**config.mk**
```make
export PLATFORM = sky130hd
export DESIGN_NAME = core_datapath
export DESIGN_NICKNAME = d
export VERILOG_FILES = /design/src/verilog/core_ctrl_pkg.sv /design/src/verilog/rv_isa_pkg.sv /design/src/verilog/core_datapath.sv /design/src/verilog/register_file.sv /design/src/verilog/alu.sv
export VERILOG_INCLUDE_DIRS = /design/src /design/src/verilog
export SDC_FILE = /design/constraint.sdc
export NUM_CORES = 2
export LEC_CHECK = 0
export BUFFER_PORTS_ARGS = -buffer_cell sky130_fd_sc_hd__buf_4
export CAP_MARGIN = 0
export CORE_MARGIN = 2
export CORE_UTILIZATION = 50
export CTS_CLUSTER_SIZE = 8
export DETAILED_ROUTE_END_ITERATION = 10
export GPL_ROUTABILITY_DRIVEN = 0
export PLACE_DENSITY = 0.72
export SLEW_MARGIN = 20
export SYNTH_ARGS = -nofsm -noshare
export SYNTH_HDL_FRONTEND = slang
export SYNTH_SLANG_ARGS = --single-unit
```
**constraint.sdc**
```tcl
create_clock -name clock -period 37.8 [get_ports clock]
set_clock_uncertainty 0.1 [all_clocks]
set_input_delay 7.56 -clock clock [delete_from_list [all_inputs] [get_ports clock]]
set_output_delay 7.56 -clock clock [all_outputs]
set_load 0.1 [all_outputs]
```
**src/verilog/core_config.svh**
```systemverilog
/*
 * Build-time sizes for the multicycle core.
 * Included by the ISA package, the datapath and the memory.
 */
`ifndef CORE_CONFIG_SVH
`define CORE_CONFIG_SVH

// Depth of the unified instruction and data memory, in 32-bit words.
`define MEM_WORDS 256

// Byte address of the first fetch after reset.
`define RESET_PC 32'h0000_0000

`endif
```
**src/verilog/core_ctrl_pkg.sv**
```systemverilog
/*
 * Control-side types of the multicycle core.
 * The controller drives one ctrl_t bundle that the datapath decodes.
 */
package core_ctrl_pkg;

    typedef enum logic [1:0] {
        ALU_ADD,
        ALU_OP,
        ALU_OP_IMM,
        ALU_BRANCH
    } alu_op_t;

    typedef enum logic [1:0] {
        A_PC,
        A_LAST_PC,
        A_RS1
    } alu_a_sel_t;

    typedef enum logic [1:0] {
        B_FOUR,
        B_IMM,
        B_RS2
    } alu_b_sel_t;

    typedef enum logic [1:0] {
        WB_ALU,
        WB_DATA,
        WB_IMM,
        WB_PC4
    } wb_sel_t;

    // ALU_RES takes the live ALU result, ALU_OUT the registered one.
    typedef enum logic {
        PC_ALU_RES,
        PC_ALU_OUT
    } pc_sel_t;

    typedef struct packed {
        alu_op_t    alu_op;
        alu_a_sel_t alu_a_sel;
        alu_b_sel_t alu_b_sel;
        logic       pc_write;
        logic       last_pc_write;
        logic       alu_out_write;
        logic       inst_write;
        logic       data_write;
        logic       regfile_write;
        logic       mem_read;
        logic       mem_write;
        wb_sel_t    wb_sel;
        logic       inst_or_data;
        pc_sel_t    pc_sel;
    } ctrl_t;

endpackage

```
**src/verilog/rv_isa_pkg.sv**
```systemverilog
/*
 * RV32I instruction-set types shared by the core.
 * Covers data words, register and memory indexes and instruction fields.
 */
`include "core_config.svh"

package rv_isa_pkg;

    typedef logic [31:0] xlen_t;
    typedef logic [4:0]  reg_addr_t;

    // Word index into the unified memory.
    typedef logic [$clog2(`MEM_WORDS)-1:0] word_addr_t;

    // Major opcodes of the supported subset.
    typedef enum logic [6:0] {
        OPCODE_LOAD     = 7'b0000011,
        OPCODE_MISC_MEM = 7'b0001111,
        OPCODE_OP_IMM   = 7'b0010011,
        OPCODE_AUIPC    = 7'b0010111,
        OPCODE_STORE    = 7'b0100011,
        OPCODE_OP       = 7'b0110011,
        OPCODE_LUI      = 7'b0110111,
        OPCODE_BRANCH   = 7'b1100011,
        OPCODE_JALR     = 7'b1100111,
        OPCODE_JAL      = 7'b1101111
    } opcode_t;

    typedef logic [2:0] funct3_t;
    typedef logic [6:0] funct7_t;

endpackage

```
**src/verilog/core_datapath.sv**
```systemverilog
/*
 * Datapath of the multicycle core.
 * Registers, immediate decode and operand muxes, steered by the control bundle.
 */
`include "core_config.svh"

module core_datapath (
    input  logic                   clock,
    input  logic                   reset,
    input  core_ctrl_pkg::ctrl_t   ctrl,
    output rv_isa_pkg::opcode_t    inst_opcode,
    output logic                   take_branch,
    output rv_isa_pkg::word_addr_t mem_address,
    output rv_isa_pkg::xlen_t      mem_write_data,
    output logic                   mem_read,
    output logic                   mem_write,
    input  rv_isa_pkg::xlen_t      mem_read_data
);
    import rv_isa_pkg::*;
    import core_ctrl_pkg::*;

    localparam int ADDR_BITS = $bits(word_addr_t);

    xlen_t pc;
    xlen_t last_pc;
    xlen_t inst;
    xlen_t data;
    xlen_t alu_out;
    xlen_t imm;
    xlen_t rs1;
    xlen_t rs2;
    xlen_t alu_a;
    xlen_t alu_b;
    xlen_t alu_result;
    xlen_t pc_next;
    xlen_t wb_data;
    xlen_t byte_address;

    assign inst_opcode = opcode_t'(inst[6:0]);

    always_comb begin
        case (inst_opcode)
            OPCODE_STORE:  imm = {{20{inst[31]}}, inst[31:25], inst[11:7]};
            OPCODE_BRANCH: imm = {{19{inst[31]}}, inst[31], inst[7], inst[30:25],
                                  inst[11:8], 1'b0};
            OPCODE_LUI, OPCODE_AUIPC: imm = {inst[31:12], 12'b0};
            OPCODE_JAL:    imm = {{11{inst[31]}}, inst[31], inst[19:12], inst[20],
                                  inst[30:21], 1'b0};
            default:       imm = {{20{inst[31]}}, inst[31:20]};
        endcase
    end

    always_comb begin
        case (ctrl.alu_a_sel)
            A_PC:      alu_a = pc;
            A_LAST_PC: alu_a = last_pc;
            default:   alu_a = rs1;
        endcase
        case (ctrl.alu_b_sel)
            B_FOUR:  alu_b = 32'd4;
            B_IMM:   alu_b = imm;
            default: alu_b = rs2;
        endcase
        case (ctrl.wb_sel)
            WB_ALU:  wb_data = alu_out;
            WB_DATA: wb_data = data;
            WB_IMM:  wb_data = imm;
            default: wb_data = pc;
        endcase
    end

    // JALR clears bit 0 of its target.
    assign pc_next = (ctrl.pc_sel == PC_ALU_OUT) ? alu_out : {alu_result[31:1], 1'b0};

    always_ff @(posedge clock or posedge reset) begin
        if (reset) begin
            pc <= `RESET_PC;
        end else if (ctrl.pc_write) begin
            pc <= pc_next;
        end
    end

    always_ff @(posedge clock) begin
        if (ctrl.last_pc_write) begin
            last_pc <= pc;
        end
        if (ctrl.inst_write) begin
            inst <= mem_read_data;
        end
        if (ctrl.data_write) begin
            data <= mem_read_data;
        end
        if (ctrl.alu_out_write) begin
            alu_out <= alu_result;
        end
    end

    assign byte_address   = ctrl.inst_or_data ? alu_out : pc;
    assign mem_address    = byte_address[ADDR_BITS+1:2];
    assign mem_write_data = rs2;
    assign mem_read       = ctrl.mem_read;
    assign mem_write      = ctrl.mem_write;

    alu u_alu (
        .op          (ctrl.alu_op),
        .funct3      (inst[14:12]),
        .funct7      (inst[31:25]),
        .a           (alu_a),
        .b           (alu_b),
        .result      (alu_result),
        .take_branch (take_branch)
    );

    register_file u_register_file (
        .clock          (clock),
        .reset          (reset),
        .read_address_a (inst[19:15]),
        .read_address_b (inst[24:20]),
        .read_data_a    (rs1),
        .read_data_b    (rs2),
        .write_enable   (ctrl.regfile_write),
        .write_address  (inst[11:7]),
        .write_data     (wb_data)
    );

endmodule

```
**src/verilog/register_file.sv**
```systemverilog
/*
 * Integer register file, two combinational reads and one clocked write.
 */
module register_file (
    input  logic                  clock,
    input  logic                  reset,
    input  rv_isa_pkg::reg_addr_t read_address_a,
    input  rv_isa_pkg::reg_addr_t read_address_b,
    output rv_isa_pkg::xlen_t     read_data_a,
    output rv_isa_pkg::xlen_t     read_data_b,
    input  logic                  write_enable,
    input  rv_isa_pkg::reg_addr_t write_address,
    input  rv_isa_pkg::xlen_t     write_data
);
    import rv_isa_pkg::*;

    xlen_t regs [32];

    always_ff @(posedge clock or posedge reset) begin
        if (reset) begin
            for (int i = 0; i < 32; i++) begin
                regs[i] <= '0;
            end
        end else if (write_enable && write_address != '0) begin
            regs[write_address] <= write_data;
        end
    end

    assign read_data_a = regs[read_address_a];
    assign read_data_b = regs[read_address_b];

endmodule

```
**src/verilog/alu.sv**
```systemverilog
/*
 * Combinational RV32I ALU with branch comparison.
 */
module alu (
    input  core_ctrl_pkg::alu_op_t op,
    input  rv_isa_pkg::funct3_t    funct3,
    input  rv_isa_pkg::funct7_t    funct7,
    input  rv_isa_pkg::xlen_t      a,
    input  rv_isa_pkg::xlen_t      b,
    output rv_isa_pkg::xlen_t      result,
    output logic                   take_branch
);
    import rv_isa_pkg::*;
    import core_ctrl_pkg::*;

    logic [4:0] shamt;

    assign shamt = b[4:0];

    always_comb begin
        result      = a + b;
        take_branch = 1'b0;
        case (op)
            ALU_OP, ALU_OP_IMM: begin
                case (funct3)
                    // Immediate form has no SUB.
                    3'b000: result = (op == ALU_OP && funct7[5]) ? a - b : a + b;
                    3'b001: result = a << shamt;
                    3'b010: result = {31'b0, $signed(a) < $signed(b)};
                    3'b011: result = {31'b0, a < b};
                    3'b100: result = a ^ b;
                    3'b101: result = funct7[5] ? xlen_t'($signed(a) >>> shamt) : a >> shamt;
                    3'b110: result = a | b;
                    default: result = a & b;
                endcase
            end
            ALU_BRANCH: begin
                case (funct3)
                    3'b000: take_branch = (a == b);
                    3'b001: take_branch = (a != b);
                    3'b100: take_branch = $signed(a) < $signed(b);
                    3'b101: take_branch = $signed(a) >= $signed(b);
                    3'b110: take_branch = a < b;
                    3'b111: take_branch = a >= b;
                    default: take_branch = 1'b0;
                endcase
            end
            default: result = a + b;
        endcase
    end

endmodule

```
# Yosys cells after proc, flatten, opt, wreduce, memory -nomap -nowiden
# Cells that the tools add are included.
# Widths: inputs -> output; s select.
[word_totals] wordCells=108 inputBits=52 ff_bits=1184
[op_classes] n_addsub=2 mux=21 reduce_logical=10 order_cmp=8 shifts=3 bitwise=6 n_eq_ne=21
[op_table] cell="$bwmux 1024" count=1
[op_table] cell="$bmux 32 s5" count=2
[op_table] cell="$mux 32" count=9
[op_table] cell="$pmux 32 s7" count=1
[op_table] cell="$demux 32 s5" count=1
[op_table] cell="$pmux 32 s2" count=2
[op_table] cell="$pmux 31 s4" count=1
[op_table] cell="$pmux 32 s3" count=1
[op_table] cell="$ge 32x32->1" count=2
[op_table] cell="$lt 32x32->1" count=2
[op_table] cell="$add 32x32->32" count=1
[op_table] cell="$and 32x32->32" count=1
[op_table] cell="$eq 32x32->1" count=1
[op_table] cell="$ne 32x32->1" count=1
[op_table] cell="$or 32x32->32" count=1
[op_table] cell="$shl 32x5->32" count=1
[op_table] cell="$shr 32x5->32" count=1
[op_table] cell="$sshr 32x5->32" count=1
[op_table] cell="$sub 32x32->32" count=1
[op_table] cell="$xor 32x32->32" count=1
[op_table] cell="$ge 6x6->1 const B" count=3
[op_table] cell="$not 5->6" count=3
[op_table] cell="$eq 7x6->1 const B" count=2
[op_table] cell="$eq 7x7->1 const B" count=2
[op_table] cell="15 further kinds" count=29

# Logic depth before layout (Yosys ltp)
[depth] ltp_word=10 ltp_mapped=27 depth_no_buf=21

# Modules after synthesis
# From an unflattened synthesis, not the netlist that was laid out.
[hier_totals] cells_unflattened=6634 area_unflattened_um2=72824.8
[by_module_without_submodules] module="register_file" area_per_inst_um2=55939.9 seq_area_each_um2=25624.6 n_inst=1 cells_each=4602
[by_module_without_submodules] module="alu" area_per_inst_um2=9330.2 seq_area_each_um2=0.0 n_inst=1 cells_each=1410
[by_module_without_submodules] module="core_datapath" area_per_inst_um2=7554.7 seq_area_each_um2=4644.5 n_inst=1 cells_each=622

# Least setup slack after synthesis
# Ideal clock, no wire load.
[synth_path] kind="input to output" start="input port ctrl[14] (netlist bit)" end="output port take_branch" t_required_ps=30140 slack_ps=13530 arrival_ps=16610 path_stages=21 path_cell_list="clkbuf_1 > clkbuf_1 > mux2i_1 > a22oi_1 > inv_1 > ha_1 > inv_1 > fa_1 > a211oi_1 > o21ai_0 > a21oi_1 > o21bai_1 > a221o_1 > a21oi_1 > a211oi_1 > a221o_1 > a21oi_2 > xnor2_1 > and3_1 > o211a_1 > a2111oi_0"
[synth_via] elab_chain_len=5
[synth_rtl] item="start, declared" line_no="core_datapath.sv:10" rtl="input core_ctrl_pkg::ctrl_t ctrl,"
[synth_rtl] item="$eq 2x1->1 / $logic_not 2->1 (equally long branches)" line_no="core_datapath.sv:54" rtl="case (ctrl.alu_a_sel)"
[synth_rtl] item="$pmux 32 s2 (*)" line_no="core_datapath.sv:54"
[synth_rtl] item="$ge 32x32->1, or another cell as far along" line_no="alu.sv:44" rtl="3'b111: take_branch = a >= b;"
[synth_rtl] item="$pmux 1 s6 (*)" line_no="alu.sv:38" rtl="case (funct3)"
[synth_rtl] item="$mux 1 (*)" line_no="alu.sv:23" rtl="case (op)"
[synth_rtl] item="end, declared" line_no="core_datapath.sv:12" rtl="output logic take_branch,"
# Every way passes the cells marked *; elsewhere a longest branch is shown, timed or not.

# Worst setup path after layout
[layout_path] start="input port ctrl[13] (netlist bit)" end="output port take_branch"
[layout_via] elab_chain_len=5
[layout_rtl] item="$eq 2x1->1 / $logic_not 2->1 (equally long branches)" line_no="core_datapath.sv:59" rtl="case (ctrl.alu_b_sel)"
[layout_rtl] item="$pmux 32 s2 (*)" line_no="core_datapath.sv:59"
[layout_rtl] item="$ge 32x32->1, or another cell as far along" line_no="alu.sv:44"
[layout_rtl] item="$pmux 1 s6 (*)" line_no="alu.sv:38"
[layout_rtl] item="$mux 1 (*)" line_no="alu.sv:23"
# Marks and branches as above.

==> flow_metrics.env <==
export IMPL_status="complete, no violations"
export IMPL_detail_route_wl_per_cell_um=29.5
export IMPL_share_of_flip_flops_with_an_asynchronous_set_or_reset_pct=89.2
export IMPL_internal_power_mw=3.12
export IMPL_power_share_switching_pct=36.9
export IMPL_detailedPlace_worstSlack_ns=15.78
export IMPL_path_delay_family="compound AO/OA/AOI/OAI gates"
export IMPL_yosys_area_top_type="sky130_fd_sc_hd__dfrtp_1"
export IMPL_total_count_of_hold_check_failures_in_the_final_report=0
export IMPL_synth_edf_count=128
export IMPL_postLayoutCoreUtil_pct=54.7
export IMPL_number_of_cells_in_the_finished_layout_apart_from_fillers=8198
export IMPL_cts_buffers=167
export IMPL_clk_pin_slew_ns=0.05
export IMPL_antenna_violating_nets_post_route=0
export IMPL_synth_main_ff_cell="sky130_fd_sc_hd__dfrtp_1"
export IMPL_post_dp_hpwl_um=152000
export IMPL_fp_row_count=136
export IMPL_yosys_area_share_xor_xnor_pct=0.673
export IMPL_drt_wl_total_um=242000
export IMPL_worst_path_most_repeated_cell="sky130_fd_sc_hd__buf_4"
export IMPL_cts_repair_resizes=0
export IMPL_grt_setup_unrepaired="no"
export IMPL_timing_slew_headroom_pct=16.5
export IMPL_ys_warnings_count=0
export IMPL_netlist_area_mm2=0.0690
export IMPL_io_pin_count=102
export IMPL_max_clock_freq_mhz=44.8
export IMPL_routed_via_count=56600
export IMPL_synth_top_cell_area_share_pct=38.3
export IMPL_slowest_stage="sky130_fd_sc_hd__nand2_1"
export IMPL_data_required_time_of_the_critical_path_ns=30.14
export IMPL_worstSetupPathType="in -> out"
export IMPL_worst_path_largest_cell_delay_ns=0.66
export IMPL_holdCritPathClass="reg -> reg"
export IMPL_grt_remaining_overflow=0
export IMPL_final_area_mm2=0.0750
export IMPL_drt_iter0_markers=9030
export IMPL_core_area_mm2=0.137
export IMPL_drt_pre_antenna_iters=10
export IMPL_synth_yosys_seq_area_share_pct=43.9
export IMPL_netlist_top_cells_area="sky130_fd_sc_hd__dfrtp_1, sky130_fd_sc_hd__mux4_2, sky130_fd_sc_hd__o21ai_0, sky130_fd_sc_hd__nand2_1, sky130_fd_sc_hd__edfxtp_1"
export IMPL_adder_cell_share_of_the_synthesized_area_pct=1.85
export IMPL_finalCritPeriodShare_pct=59.0
export IMPL_cp_num_buf_inv=6
export IMPL_post_place_cells=7975
export IMPL_hold_slack_ns=0.298
export IMPL_syn_num_nets=6772
export IMPL_routed_via_density=6.91
export IMPL_final_min_clock_period_ns=22.31
export IMPL_grt_total_usage_pct=34.1
export IMPL_clock_power_share_pct=28.0
export IMPL_detailed_place_area_mm2=0.0704
export IMPL_clkLatencyLatePin_ns=0.79
export IMPL_hold_buffers=0
export IMPL_initial_core_utilization_pct=50.3
export IMPL_synth_area_mux_share_pct=23.1
export IMPL_worstPathCellList="buf_4 -> inv_1 -> nand2_1 -> o41a_1 -> o31a_2 -> buf_4 -> clkinv_8 -> ha_1 -> inv_1 -> fa_1 -> a211oi_1 -> o21ai_0 -> a21oi_1 -> o21bai_1 -> a221o_1 -> a21oi_1 -> a211oi_1 -> a221o_1 -> a21oi_2 -> xnor2_1 -> and3_1 -> o211a_1 -> a2111oi_0 -> buf_4"
export IMPL_number_of_global_route_vias_before_repair=54200
export IMPL_final_common_cell="sky130_fd_sc_hd__nand2_1"
export IMPL_seq_power_share_pct=38.5
export IMPL_number_of_antenna_violations_at_the_first_check_in_global_routing=14
export IMPL_area_growth_synth_to_final_pct=8.74
export IMPL_powerDensity_mw_per_mm2=65.8
export IMPL_grt_pass1_wl_um=358000
export IMPL_clk_path_buf_depth=3
export IMPL_timing_max_transition_violations_final=0
export IMPL_critical_path_peak_fanout=36
export IMPL_post_synthesis_instance_total=6619
export IMPL_syn_avg_cell_area_um2=10.4
export IMPL_cts_root_buffer="sky130_fd_sc_hd__clkbuf_16"
export IMPL_synthSimpleGateAreaFrac_pct=9.63
export IMPL_ys_ff_latch=1184
export IMPL_tritoncts="built"
export IMPL_most_common_layout_cells="sky130_fd_sc_hd__nand2_1, sky130_fd_sc_hd__o21ai_0, sky130_fd_sc_hd__dfrtp_1"
export IMPL_crit_path_end_kind="output port"
export IMPL_chip_height_um=376
export IMPL_post_cts_buffers=0
export IMPL_chipWidth_um=376
export IMPL_drc=0
export IMPL_worst_setup_path_start_kind="primary input"
export IMPL_design_die_area_mm2=0.141
export IMPL_port_buffers=97
export IMPL_worst_path_arrival_time_ns=14.65
export IMPL_synth_compound_area_share_pct=15.7
export IMPL_grt_start_max_net_pins=167
export IMPL_report_power_total_mw=4.94
export IMPL_leakagePower_nw=32.4
export IMPL_ir_worst_vdd_mv=0.0408
export IMPL_finalSetupViolCount=0
export IMPL_ys_types=83
export IMPL_finalWorstSetupSlack_ns=15.49
export IMPL_tightestPinTransition_ns=1.25
export IMPL_total_switching_power_mw=1.82
export IMPL_drive_gt1_share_pct=17.1
export IMPL_clock_sink_count=1184
export IMPL_htree_levels=4
export IMPL_setup_tns_final_ns=0
export IMPL_synth_top_family_by_area="multiplexers"
export IMPL_drv_max_cap_violation_count=0
export IMPL_share_comb_of_total_power_pct=33.6
export IMPL_design_final_nets=6503
==> metal layers <==
layer	vias up	routed length [um]	GRT usage, %
met5	-	165	0.309
met4	16	15700	18.7
met3	994	33900	11.8
met2	4203	104000	49.4
met1	28000	87700	45.0
li1	23500	-	-
==> flip-flops by register name, summed over array words and instances, names as in the netlist <==
register and cells:
alu_out 32, data 32, inst 32, last_pc 32, pc 32, u_register_file.regs 1024
==> synth_stat cells (39+ instances only) <==
cell type / count
sky130_fd_sc_hd__mux4_2: 512
sky130_fd_sc_hd__nand2_1: 1252
sky130_fd_sc_hd__nor3_1: 45
sky130_fd_sc_hd__a31oi_1: 50
sky130_fd_sc_hd__mux2_2: 84
sky130_fd_sc_hd__a22oi_1: 84
sky130_fd_sc_hd__dfrtp_1: 1056
sky130_fd_sc_hd__a22o_1: 66
sky130_fd_sc_hd__buf_1: 43
sky130_fd_sc_hd__xnor2_1: 44
sky130_fd_sc_hd__mux2i_1: 345
sky130_fd_sc_hd__buf_2: 45
sky130_fd_sc_hd__edfxtp_1: 128
sky130_fd_sc_hd__nand3_1: 39
sky130_fd_sc_hd__o21ai_0: 1135
sky130_fd_sc_hd__inv_1: 169
sky130_fd_sc_hd__ha_1: 99
sky130_fd_sc_hd__clkbuf_1: 516
sky130_fd_sc_hd__a21oi_1: 200
sky130_fd_sc_hd__a211oi_1: 41
sky130_fd_sc_hd__nor2_1: 171
==> area by class of cell <==
| type | instances | area (um^2) |
|---|---|---|
| diodes | 8 | 20.0 |
| clock buffers | 208 | 4530 |
| clock inverters | 7 | 100 |
| fillers | 11500 | 62100 |
| inverters | 176 | 681 |
| multi-input cells | 4597 | 35400 |
| flip-flops and latches | 1184 | 30300 |
| well taps | 1794 | 2240 |
| repair buffers | 224 | 1750 |
==> final timing paths <==
check | startpoint | end | slack (ns) | cells after the start
max in group asynchronous | reset | u_register_file.regs[581] | 25.89 | 7
worst max-delay path | ctrl[13] | take_branch | 15.49 | 24
worst min register to register | u_register_file.regs[1013] | u_register_file.regs[1013] | 0.30 | 0
worst max register to register | inst[15] | pc[31] | 28.28 | 20
min in group asynchronous | reset | u_register_file.regs[279] | 6.84 | 2
worst min-delay path | u_register_file.regs[1013] | u_register_file.regs[1013] | 0.30 | 0
==> cell families after synthesis <==
group / after synthesis
mux: 943
fa+ha+maj: 101
xor+xnor: 53
simple gates: 1640
compound gates: 1860
buf+inv: 838
flops: 1184
==> power groups by stage <==
stage	registers, mW	clock network (mW)	logic [mW]
after floorplan	1.82	0	1.19
after global placement	1.87	0	1.56
after detailed placement	1.90	0	1.60
after CTS	1.89	1.39	1.61
after global routing	1.93	1.44	1.76
final	1.90	1.38	1.66
No activity file was read; power rests on OpenSTA's default activity.
