[config.mk]
export PLATFORM = sky130hd
export DESIGN_NAME = multicycle_control
export DESIGN_NICKNAME = d
export VERILOG_FILES = /design/src/verilog/core_ctrl_pkg.sv /design/src/verilog/rv_isa_pkg.sv /design/src/verilog/multicycle_control.sv
export VERILOG_INCLUDE_DIRS = /design/src /design/src/verilog
export SDC_FILE = /design/constraint.sdc
export NUM_CORES = 1
export LEC_CHECK = 0
export ABC_AREA = 1
export BUFFER_PORTS_ARGS = -buffer_cell sky130_fd_sc_hd__buf_2
export CORE_UTILIZATION = 25
export CTS_BUF_LIST = sky130_fd_sc_hd__clkbuf_4
export DETAILED_ROUTE_END_ITERATION = 7
export PLACE_DENSITY_LB_ADDON = 0.05
export SLEW_MARGIN = 40
export SYNTH_ARGS = -nofsm -noshare
export SYNTH_HDL_FRONTEND = slang
export SYNTH_SLANG_ARGS = --single-unit
[constraint.sdc]
create_clock -name clock -period 0.9 [get_ports clock]
set_input_delay 0.045 -clock clock [delete_from_list [all_inputs] [get_ports clock]]
set_output_delay 0.045 -clock clock [all_outputs]
set_load 0.05 [all_outputs]
[src/verilog/core_config.svh]
/*
 * Build-time sizes for the multicycle core.
 * Included by the ISA package, the datapath and the memory.
 */
`ifndef CORE_CONFIG_SVH
`define CORE_CONFIG_SVH

// Depth of the unified instruction and data memory, in 32-bit words.
`define MEM_WORDS 256

// Byte address of the first fetch after reset.
`define RESET_PC 32'h0000_0000

`endif
[src/verilog/core_ctrl_pkg.sv]
/*
 * Control-side types of the multicycle core.
 * The controller drives one ctrl_t bundle that the datapath decodes.
 */
package core_ctrl_pkg;

    typedef enum logic [1:0] {
        ALU_ADD,
        ALU_OP,
        ALU_OP_IMM,
        ALU_BRANCH
    } alu_op_t;

    typedef enum logic [1:0] {
        A_PC,
        A_LAST_PC,
        A_RS1
    } alu_a_sel_t;

    typedef enum logic [1:0] {
        B_FOUR,
        B_IMM,
        B_RS2
    } alu_b_sel_t;

    typedef enum logic [1:0] {
        WB_ALU,
        WB_DATA,
        WB_IMM,
        WB_PC4
    } wb_sel_t;

    // ALU_RES takes the live ALU result, ALU_OUT the registered one.
    typedef enum logic {
        PC_ALU_RES,
        PC_ALU_OUT
    } pc_sel_t;

    typedef struct packed {
        alu_op_t    alu_op;
        alu_a_sel_t alu_a_sel;
        alu_b_sel_t alu_b_sel;
        logic       pc_write;
        logic       last_pc_write;
        logic       alu_out_write;
        logic       inst_write;
        logic       data_write;
        logic       regfile_write;
        logic       mem_read;
        logic       mem_write;
        wb_sel_t    wb_sel;
        logic       inst_or_data;
        pc_sel_t    pc_sel;
    } ctrl_t;

endpackage

[src/verilog/rv_isa_pkg.sv]
/*
 * RV32I instruction-set types shared by the core.
 * Covers data words, register and memory indexes and instruction fields.
 */
`include "core_config.svh"

package rv_isa_pkg;

    typedef logic [31:0] xlen_t;
    typedef logic [4:0]  reg_addr_t;

    // Word index into the unified memory.
    typedef logic [$clog2(`MEM_WORDS)-1:0] word_addr_t;

    // Major opcodes of the supported subset.
    typedef enum logic [6:0] {
        OPCODE_LOAD     = 7'b0000011,
        OPCODE_MISC_MEM = 7'b0001111,
        OPCODE_OP_IMM   = 7'b0010011,
        OPCODE_AUIPC    = 7'b0010111,
        OPCODE_STORE    = 7'b0100011,
        OPCODE_OP       = 7'b0110011,
        OPCODE_LUI      = 7'b0110111,
        OPCODE_BRANCH   = 7'b1100011,
        OPCODE_JALR     = 7'b1100111,
        OPCODE_JAL      = 7'b1101111
    } opcode_t;

    typedef logic [2:0] funct3_t;
    typedef logic [6:0] funct7_t;

endpackage

[src/verilog/multicycle_control.sv]
/*
 * Multicycle FSM that sequences fetch, decode, execute, memory and writeback.
 * Holds in fetch with all enables low while run is low.
 */
module multicycle_control (
    input  logic                 clock,
    input  logic                 reset,
    input  logic                 run,
    input  rv_isa_pkg::opcode_t  inst_opcode,
    input  logic                 take_branch,
    output core_ctrl_pkg::ctrl_t ctrl
);
    import rv_isa_pkg::*;
    import core_ctrl_pkg::*;

    typedef enum logic [3:0] {
        FETCH,
        DECODE,
        EXECUTE,
        EXECUTE_IMM,
        ALU_WRITEBACK,
        MEM_ADDR,
        MEM_READ,
        MEM_WRITE,
        MEM_WRITEBACK,
        BRANCH,
        LUI,
        JAL,
        JALR
    } state_t;

    state_t state;
    state_t state_next;

    always_comb begin
        state_next = FETCH;
        case (state)
            FETCH: state_next = run ? DECODE : FETCH;
            DECODE: begin
                case (inst_opcode)
                    OPCODE_LOAD, OPCODE_STORE: state_next = MEM_ADDR;
                    OPCODE_BRANCH: state_next = BRANCH;
                    OPCODE_JAL:    state_next = JAL;
                    OPCODE_JALR:   state_next = JALR;
                    OPCODE_OP:     state_next = EXECUTE;
                    OPCODE_OP_IMM: state_next = EXECUTE_IMM;
                    OPCODE_LUI:    state_next = LUI;
                    // AUIPC sum is already in the ALU-output register.
                    OPCODE_AUIPC:  state_next = ALU_WRITEBACK;
                    default:       state_next = FETCH;
                endcase
            end
            EXECUTE, EXECUTE_IMM: state_next = ALU_WRITEBACK;
            MEM_ADDR: state_next = (inst_opcode == OPCODE_LOAD) ? MEM_READ : MEM_WRITE;
            MEM_READ: state_next = MEM_WRITEBACK;
            default: state_next = FETCH;
        endcase
    end

    always_ff @(posedge clock or posedge reset) begin
        if (reset) begin
            state <= FETCH;
        end else begin
            state <= state_next;
        end
    end

    always_comb begin
        ctrl = '0;
        case (state)
            FETCH: begin
                if (run) begin
                    ctrl.mem_read      = 1'b1;
                    ctrl.inst_write    = 1'b1;
                    ctrl.last_pc_write = 1'b1;
                    ctrl.pc_write      = 1'b1;
                    ctrl.alu_op        = ALU_ADD;
                    ctrl.alu_a_sel     = A_PC;
                    ctrl.alu_b_sel     = B_FOUR;
                    ctrl.pc_sel        = PC_ALU_RES;
                end
            end
            DECODE: begin
                // Branch, jump and AUIPC target from the fetched PC.
                ctrl.alu_op        = ALU_ADD;
                ctrl.alu_a_sel     = A_LAST_PC;
                ctrl.alu_b_sel     = B_IMM;
                ctrl.alu_out_write = 1'b1;
            end
            EXECUTE: begin
                ctrl.alu_op        = ALU_OP;
                ctrl.alu_a_sel     = A_RS1;
                ctrl.alu_b_sel     = B_RS2;
                ctrl.alu_out_write = 1'b1;
            end
            EXECUTE_IMM: begin
                ctrl.alu_op        = ALU_OP_IMM;
                ctrl.alu_a_sel     = A_RS1;
                ctrl.alu_b_sel     = B_IMM;
                ctrl.alu_out_write = 1'b1;
            end
            ALU_WRITEBACK: begin
                ctrl.regfile_write = 1'b1;
                ctrl.wb_sel        = WB_ALU;
            end
            MEM_ADDR: begin
                ctrl.alu_op        = ALU_ADD;
                ctrl.alu_a_sel     = A_RS1;
                ctrl.alu_b_sel     = B_IMM;
                ctrl.alu_out_write = 1'b1;
            end
            MEM_READ: begin
                ctrl.inst_or_data = 1'b1;
                ctrl.mem_read     = 1'b1;
                ctrl.data_write   = 1'b1;
            end
            MEM_WRITE: begin
                ctrl.inst_or_data = 1'b1;
                ctrl.mem_write    = 1'b1;
            end
            MEM_WRITEBACK: begin
                ctrl.regfile_write = 1'b1;
                ctrl.wb_sel        = WB_DATA;
            end
            BRANCH: begin
                ctrl.alu_op    = ALU_BRANCH;
                ctrl.alu_a_sel = A_RS1;
                ctrl.alu_b_sel = B_RS2;
                ctrl.pc_write  = take_branch;
                ctrl.pc_sel    = PC_ALU_OUT;
            end
            LUI: begin
                ctrl.regfile_write = 1'b1;
                ctrl.wb_sel        = WB_IMM;
            end
            JAL: begin
                ctrl.regfile_write = 1'b1;
                ctrl.wb_sel        = WB_PC4;
                ctrl.pc_write      = 1'b1;
                ctrl.pc_sel        = PC_ALU_OUT;
            end
            JALR: begin
                ctrl.regfile_write = 1'b1;
                ctrl.wb_sel        = WB_PC4;
                ctrl.alu_op        = ALU_ADD;
                ctrl.alu_a_sel     = A_RS1;
                ctrl.alu_b_sel     = B_IMM;
                ctrl.pc_write      = 1'b1;
                ctrl.pc_sel        = PC_ALU_RES;
            end
            default: begin
                ctrl = '0;
            end
        endcase
    end

    a_supported_opcode: assert property (
        @(posedge clock) disable iff (reset)
        state == DECODE |-> inst_opcode inside {
            OPCODE_LOAD, OPCODE_STORE, OPCODE_BRANCH, OPCODE_JAL, OPCODE_JALR,
            OPCODE_OP, OPCODE_OP_IMM, OPCODE_LUI, OPCODE_AUIPC, OPCODE_MISC_MEM}
    ) else $error("unsupported opcode %b", inst_opcode);

endmodule

Word level (Yosys, flattened, before mapping)
Cells that the tools add are included.
{ "word_totals": {"ff_bits": 4, "latchBits": 0, "ram_bits": 0, "rom_bits": 0, "input_bits": 11, "output_inout_bits": 18, "elab_cells": 49, "n_memories": 0} }
{ "classes": {"add_sub_neg": 0, "mul": 0, "div": 0, "n_lt_le_gt_ge": 0, "n_eq_ne": 21, "shifts": 0, "muxes": 18, "n_bitwise": 0, "reduce_logical": 9} }
{ "ops": {"columns": ["operator", "count"], "rows": [
  ["6-bit case mux with 6 select lines", 1],
  ["4-bit case mux with 8 select lines", 1],
  ["7-bit by 6-bit equality test with 1-bit output, second input constant", 3],
  ["7-bit equality test, second input constant", 3],
  ["4-bit equality test, second input constant", 5],
  ["4-bit case mux with 5 select lines", 1],
  ["4-bit by 3-bit equality test with 1-bit output, second input constant", 4],
  ["7-bit by 5-bit equality test with 1-bit output, second input constant", 2],
  ["2-bit OR reduction", 6],
  ["1-bit two-way mux", 11],
  ["4-bit by 2-bit equality test with 1-bit output, second input constant", 2],
  ["7-bit by 2-bit equality test with 1-bit output, second input constant", 1],
  ["2-bit case mux with 3 select lines", 1],
  ["5-bit OR reduction", 1],
  ["4-bit by 1-bit equality test with 1-bit output, second input constant", 1],
  ["4-bit zero test", 1],
  ["4-bit OR reduction", 1],
  ["1-bit case mux with 3 select lines", 1],
  ["2-bit two-way mux", 1],
  ["1-bit case mux with 2 select lines", 1]
]} }

Logic depth before layout (Yosys ltp)
Gate-level depths: netlist of the first run.
{ "depth": {"ltp_word": 4, "mapped_depth": 7, "mapped_depth_nobuf": 7} }

Least setup slack after synthesis of the first run
OpenSTA, ideal clock, no wires.
{ "synth_path": {"path_type": "register -> output", "startpoint": "register state[2]", "endpoint": "output ctrl[11] (netlist name)", "arrival_time_ns": 1.890, "required_time_ns": 0.855, "path_slack_ns": -1.035, "stages_incl_launch_ff": 6, "n_path_buf": 0, "cell_sequence": "dfrtp_1 -> nor2_2 -> nand2_1 -> nor2_1 -> inv_1 -> nand3_1"} }
{ "synth_rtl": {"columns": ["item", "line", "source"], "rows": [
  ["start: declaration", "multicycle_control.sv:32", "state_t state;"],
  ["start signal: assignment", "multicycle_control.sv:64", "state <= state_next;"],
  ["end: declaration", "multicycle_control.sv:11", "output core_ctrl_pkg::ctrl_t ctrl"]
]} }

==> metrics.md, run 1 <==
| Metric | Value |
|---|---|
| Worst Reg2Reg Path Length in Cells | `8` |
| Via Count | `774` |
| Maximum achievable frequency | `0.682 GHz` |
| Maximum number of pins on one net before global-route repair | `6` |
| First-pass GRT wire length | `2950 µm` |
| Area of the die | `2170 µm²` |
| Total setup violations reported at the end of the flow | `22` |
| Setup skew after layout | `2.84 ps` |
| Cell occurring most often along the worst timing path | `sky130_fd_sc_hd__inv_2` |
| Yosys synthesis warning count | `0` |
| Port Buffer Count | `28` |
| Number of standard-cell rows in the floorplan | `15` |
| Top flop regs | `state (4)` |
| Total Routing Usage GR | `20.3%` |
| Root Driver | `sky130_fd_sc_hd__clkbuf_4` |
| Drt first pass iters | `4` |
| Die height | `46.6 µm` |
| Power density cells | `2350 nW/µm²` |
| Slowest cell delay on critical path | `370 ps` |
| Slowest CP cell | `sky130_fd_sc_hd__dfrtp_1` |
| Relative max-transition margin | `81.0%` |
| Clock Tree Buf Depth | `2` |
| Library cell with the largest summed area after synthesis | `sky130_fd_sc_hd__nand2_1` |
| Core area | `1800 µm²` |
| Synthesized area per cell | `5.12 µm²` |
| Number of pins exceeding their max-slew limit in the final report | `0` |
| Number of antenna violations at the first check in global routing | `0` |
| Actual transition at the worst max-transition pin | `284 ps` |
| Total standard cell area after synthesis | `497 µm²` |
| Critical path type | `reg2out` |
| Max cap viols | `0` |
| Cell area after layout | `1240 µm²` |
| Critical path launch point type | `register` |
| Clock network latency to the later pin of the worst-skew pair | `230 ps` |
| Die X | `46.6 µm` |
| Most common library cell in the layout ignoring fill and taps | `sky130_fd_sc_hd__nand2_1` |
| Net count reported at finish | `165` |
| Final Wtd Congestion | `0.797` |
| Maximum level of the CTS H-tree | `1` |
| Fraction of layout instances using a drive strength above 1 | `68.4%` |
| DRC violations left | `0` |
| Setup WS post-layout | `-567 ps` |
| Final Non-Filler Cells | `177` |
| Routed WL | `1870 µm` |
| Violated checks | `negative setup slack` |
| Total count of hold-check failures in the final report | `0` |
| CTS clock-pin slew for the worst setup and hold paths | `40 ps` |
| Critical path, cell by cell | `inv_2, nor2_2, inv_2, nor2_4, inv_4, nand3_4, buf_8` |
| Total power after layout | `2.91 mW` |
| Kind of capture point of the worst setup path | `output pin` |
| Clock tree from TritonCTS | `done` |
| Static Leak | `0.631 nW` |
| Vias in the first global route | `697` |
| Total congestion overflow after global routing | `0` |
| Remaining antenna violation count after routing | `0` |
| Ranking of synthesized cells by area | `sky130_fd_sc_hd__nand2_1 (26%), sky130_fd_sc_hd__dfrtp_1 (20%), sky130_fd_sc_hd__inv_1 (14%)` |
| Share of Yosys cell area claimed by the top area cell type | `26.4%` |
| Share of the cycle needed by the critical path after routing | `163%` |
| Util after Layout | `68.8%` |
| Initial Util | `27.6%` |
| Avg WL per Cell | `10.6 µm` |
| Leading cell types in the layout, fill and taps excluded | `sky130_fd_sc_hd__nand2_1 (22), sky130_fd_sc_hd__buf_4 (20), sky130_fd_sc_hd__buf_8 (13)` |
| Area after detailed placement | `936 µm²` |
| Post-synthesis cell type count | `13` |
| Post-detailed-route via-to-cell ratio | `4.37` |
| I/O pins | `29` |
| CP Max Fanout | `4` |
| Layout area overhead | `150%` |
| CP arrival | `1420 ps` |
| Max FFs per register | `4` |
| Final critical path time including I/O delays and setup | `1470 ps` |
| Placed cells | `168` |
| Sum of net half-perimeters after detailed placement | `1360 µm` |
| Largest reg by FF count | `state` |
| Filler cell count | `144` |
| Hold WC Path Type | `in2async` |
| CTS Buf Count | `3` |
| RSZ-0062 raised after global routing | `yes` |
| Share of synthesized area occupied by flip-flops and latches | `20.2%` |
| Number of register bits inferred by synthesis | `4` |
| Crit path required time | `850 ps` |
| Cells after Synth | `97` |
| Initial DRC Count | `10` |
| Aggregate negative setup slack | `-10,480 ps` |
| Maximum VDD drop | `1290 µV` |
| CTS sink cnt | `4` |
| Syn_nets | `108` |
| Outcome | `finished, violations left` |
| Final antenna diode count | `0` |
==> stage by stage <==
| step | hold WS [ps] | worst slack, ps |
|---|---|---|
| 2_1_floorplan | -189 | -428 |
| 3_3_place_gp | -77.5 | -464 |
| 3_5_place_dp | -65.1 | -453 |
| 4_1_cts | 223 | -538 |
| 5_1_grt | 277 | -629 |
| 6_report | 226 | -567 |
==> worst max-delay path: cells and delay by family (launching register included) <==
family / cells / cell delay [ps]
buf+inv: 4 / 390
flops: 1 / 370
simple gates: 3 / 420
==> cells in the mapped netlist (all sizes together) <==
cell	number
o21ai	4
inv	19
o211ai	1
nor2	21
nand2	35
nor3	1
buf	2
dfrtp	4
a21oi	3
nand3	7
==> kinds of logic after synthesis <==
logic type	synth area share (%)
AOI/OAI and AO/OA	8.56
buffers and inverters	17.4
DFF	20.2
and+or+nand+nor	53.9
==> where the power goes <==
| part | internal [mW] | leakage [nW] | switching, mW |
|---|---|---|---|
| registers | 0.221 | 0.0509 | 0.0541 |
| clock network | 0.149 | 0.0138 | 0.0727 |
| logic | 1.02 | 0.567 | 1.39 |
| total | 1.39 | 0.631 | 1.52 |
==> cell type report <==
| class | count | area [µm²] | share of cell area, % |
|---|---|---|---|
| clock buffers | 3 | 22.5 | 1.82 |
| inverters | 19 | 76.3 | 6.16 |
| multi-input cells | 72 | 489 | 39.5 |
| flip-flops and latches | 4 | 103 | 8.27 |
| well taps | 25 | 31.3 | 2.52 |
| repair buffers | 54 | 518 | 41.8 |
==> worst paths after layout <==
check	slack [ps]	end	start
max	-570	ctrl[15]	state[0]
min	230	state[0]	reset
max reg2reg	-420	state[2]	state[0]
min reg2reg	750	state[1]	state[2]
max in group asynchronous	500	state[2]	reset
min in group clock	230	state[0]	inst_opcode[6]
==> what timing repair did <==
action                                  4_1_cts  5_1_grt
endpoints found under the hold margin         4        0
pin swaps                                     9        3
gates resized for setup                      69        8
buffers inserted                              4        1
hold buffers                                  1        0
endpoints found under the setup margin       22       22
==> per-layer routing <==
layer	up-vias	share of wire, %	track usage, %
li1	406	-	-
met1	340	35	19.8
met2	26	61	39.2
met3	2	2.8	3.53
met4	0	1.0	10.6
met5	-	0	0
No activity file was read; power rests on OpenSTA's default activity.
==> run 2, diff against run 1 <==
==> constraint.sdc (replaced) <==
create_clock -name clock -period 1.5 [get_ports clock]
set_input_delay 0.075 -clock clock [delete_from_list [all_inputs] [get_ports clock]]
set_output_delay 0.075 -clock clock [all_outputs]
set_load 0.05 [all_outputs]
==> metrics.md, run 2 (same netlist as run 1, synthesis figures left out) <==
| Metric | Value |
|---|---|
| Cell occurring most often along the worst timing path | `sky130_fd_sc_hd__inv_2` |
| Hold EP | `state[0]` |
| Via Count | `699` |
| Maximum number of pins on one net before global-route repair | `7` |
| Relative max-transition margin | `82.6%` |
| Sum of net half-perimeters after detailed placement | `1140 µm` |
| Maximum level of the CTS H-tree | `1` |
| Cell area after layout | `910 µm²` |
| CP Max Fanout | `4` |
| Setup WS post-layout | `-3.23 ps` |
| Post-detailed-route via-to-cell ratio | `4.37` |
| Final Non-Filler Cells | `160` |
| Startpoint of the worst-slack reg-to-reg timing path | `state[0]` |
| Met3 usage in global routing | `1.18%` |
| Worst hold stages | `5` |
| Initial DRC Count | `6` |
| Largest reg by FF count | `state` |
| Clock network latency to the later pin of the worst-skew pair | `230 ps` |
| Most common library cell in the layout ignoring fill and taps | `sky130_fd_sc_hd__nand2_1` |
| Total congestion overflow after global routing | `0` |
| First-pass GRT wire length | `2370 µm` |
| Fraction of layout instances using a drive strength above 1 | `53.3%` |
| Slowest cell delay on critical path | `420 ps` |
| Top flop regs | `state (4)` |
| Share of the cycle needed by the critical path after routing | `100%` |
| Total power after layout | `1.39 mW` |
| Actual transition at the worst max-transition pin | `261 ps` |
| Met1 Use GR | `17.9%` |
| Initial Util | `27.6%` |
| Net count reported at finish | `148` |
| Total setup violations reported at the end of the flow | `1` |
| Slowest CP cell | `sky130_fd_sc_hd__dfrtp_1` |
| Leading cell types in the layout, fill and taps excluded | `sky130_fd_sc_hd__nand2_1 (28), sky130_fd_sc_hd__buf_2 (19), sky130_fd_sc_hd__inv_1 (12)` |
| Maximum achievable frequency | `0.665 GHz` |
| Die height | `46.6 µm` |
| RSZ-0062 raised after global routing | `yes` |
| Category of cells accounting for the largest share of critical-path delay | `buffers and inverters` |
| Outcome | `finished, violations left` |
| Worst Reg2Reg Path Length in Cells | `7` |
| Area of the die | `2170 µm²` |
| CP Buf/Inv Count | `4` |
| Vias in the first global route | `608` |
| Kind of capture point of the worst setup path | `output pin` |
| Number of standard-cell rows in the floorplan | `15` |
| Worst flop-to-flop path endpoint | `state[0]` |
| Remaining antenna violation count after routing | `0` |
| Max FFs per register | `4` |
| Filler cell count | `206` |
| Beginning of the worst hold path | `inst_opcode[6]` |
| Number of pins exceeding their max-slew limit in the final report | `0` |
| I/O pins | `29` |
| DRC violations left | `0` |
| Final critical path time including I/O delays and setup | `1500 ps` |
| Final antenna diode count | `0` |
| Total Routing Usage GR | `15.4%` |
| Critical path type | `reg2out` |
| Port Buffer Count | `28` |
| CP arrival | `1430 ps` |
| Static Leak | `0.515 nW` |
| CTS clock-pin slew for the worst setup and hold paths | `40 ps` |
| Placed cells | `148` |
| Setup slack on the worst flop-to-flop path | `310 ps` |
| Critical Path Source | `state[0]` |
| Hold WC Path Type | `in2reg` |
| Clock tree from TritonCTS | `done` |
| Busiest grt layer | `met2` |
| Critical path launch point type | `register` |
| GR met2 Demand/Resource | `26.1%` |
| CTS Buf Count | `3` |
| Clock Tree Buf Depth | `2` |
| Setup skew after layout | `4.66 ps` |
| Number of antenna violations at the first check in global routing | `0` |
| Routed WL | `1650 µm` |
| Drt first pass iters | `3` |
| Maximum VDD drop | `614 µV` |
| Area after detailed placement | `676 µm²` |
| Max cap viols | `0` |
| Violated checks | `negative setup slack` |
| Crit path required time | `1420 ps` |
| Root Driver | `sky130_fd_sc_hd__clkbuf_4` |
| Avg WL per Cell | `10.3 µm` |
| Final Wtd Congestion | `0.803` |
| Power density cells | `1530 nW/µm²` |
| Total count of hold-check failures in the final report | `0` |
| Die X | `46.6 µm` |
| Layout area overhead | `83.1%` |
| Critical path, cell by cell | `inv_2, nand2_4, inv_2, nand2_2, nor2_4, inv_2, o21ai_2, buf_6` |
| CTS sink cnt | `4` |
| Core area | `1800 µm²` |
## run 2: changes by cell type in the layout (fill, tap and decap cells not counted), moves of 3 or more
cell,previous run,this run
sky130_fd_sc_hd__buf_4,20,9
sky130_fd_sc_hd__nand3_2,1,4
sky130_fd_sc_hd__nand2_4,5,2
sky130_fd_sc_hd__nor2_1,7,10
sky130_fd_sc_hd__inv_1,7,12
sky130_fd_sc_hd__inv_2,10,7
sky130_fd_sc_hd__nand2_1,22,28
sky130_fd_sc_hd__buf_2,10,19
sky130_fd_sc_hd__buf_8,13,3
sky130_fd_sc_hd__buf_6,10,5
## run 2: how the worst max path moves through the flow
stage / endpoint / slack (ps) / cells past startpoint
after floorplan: ctrl[2] / -270 / 3
after global placement: ctrl[3] / 90 / 8
after detailed placement: ctrl[3] / 110 / 8
after CTS: ctrl[16] / -30 / 6
after global routing: ctrl[3] / -90 / 8
final: ctrl[3] / -3 / 8
## run 2: report_power, final
group	switching, mW	internal (mW)
Sequential	0.0334	0.133
Combinational	0.725	0.370
Clock	0.0423	0.0894
## run 2: final cells by class
class,instances,area (µm²),area share [%]
multi-input cells,72,407,44.7
clock buffers,3,22.5,2.48
flip-flops and latches,4,104,11.4
repair buffers,37,274,30.1
well taps,25,31.3,3.44
inverters,19,71.3,7.84
## run 2: metrics by stage
| stage | setup TNS [ps] | worst slack [ps] | hold slack, ps | util, % |
|---|---|---|---|---|
| 2_1_floorplan | -538 | -268 | -159 | - |
| 3_3_place_gp | 0 | 87.6 | -40.7 | 37.5 |
| 3_5_place_dp | 0 | 110 | -43.4 | 37.5 |
| 4_1_cts | -78.1 | -26.0 | 233 | 42.4 |
| 5_1_grt | -406 | -85.5 | 284 | 50.5 |
| 6_report | -3.23 | -3.23 | 243 | 50.5 |
## run 2: timing repair
action / 4_1_cts / 5_1_grt
hold buffers: 1 / 0
resized for setup: 16 / 35
endpoints found under the hold margin: 4 / 0
setup buffers: 2 / 6
endpoints found under the setup margin: 9 / 11
pin swaps: 1 / 7
## run 2: worst min-delay path, stage by stage
cell                      delay [ps]
sky130_fd_sc_hd__buf_2           110
sky130_fd_sc_hd__nor3_1           50
sky130_fd_sc_hd__a21oi_1         110
sky130_fd_sc_hd__nor2_1           40
sky130_fd_sc_hd__nand2_1          50
## run 2: layer usage
| metal | vias to the layer above | wire length (µm) |
|---|---|---|
| li1 | 365 | - |
| met1 | 317 | 665 |
| met2 | 15 | 930 |
| met3 | 2 | 45 |
| met4 | 0 | 14 |
| met5 | - | 0 |
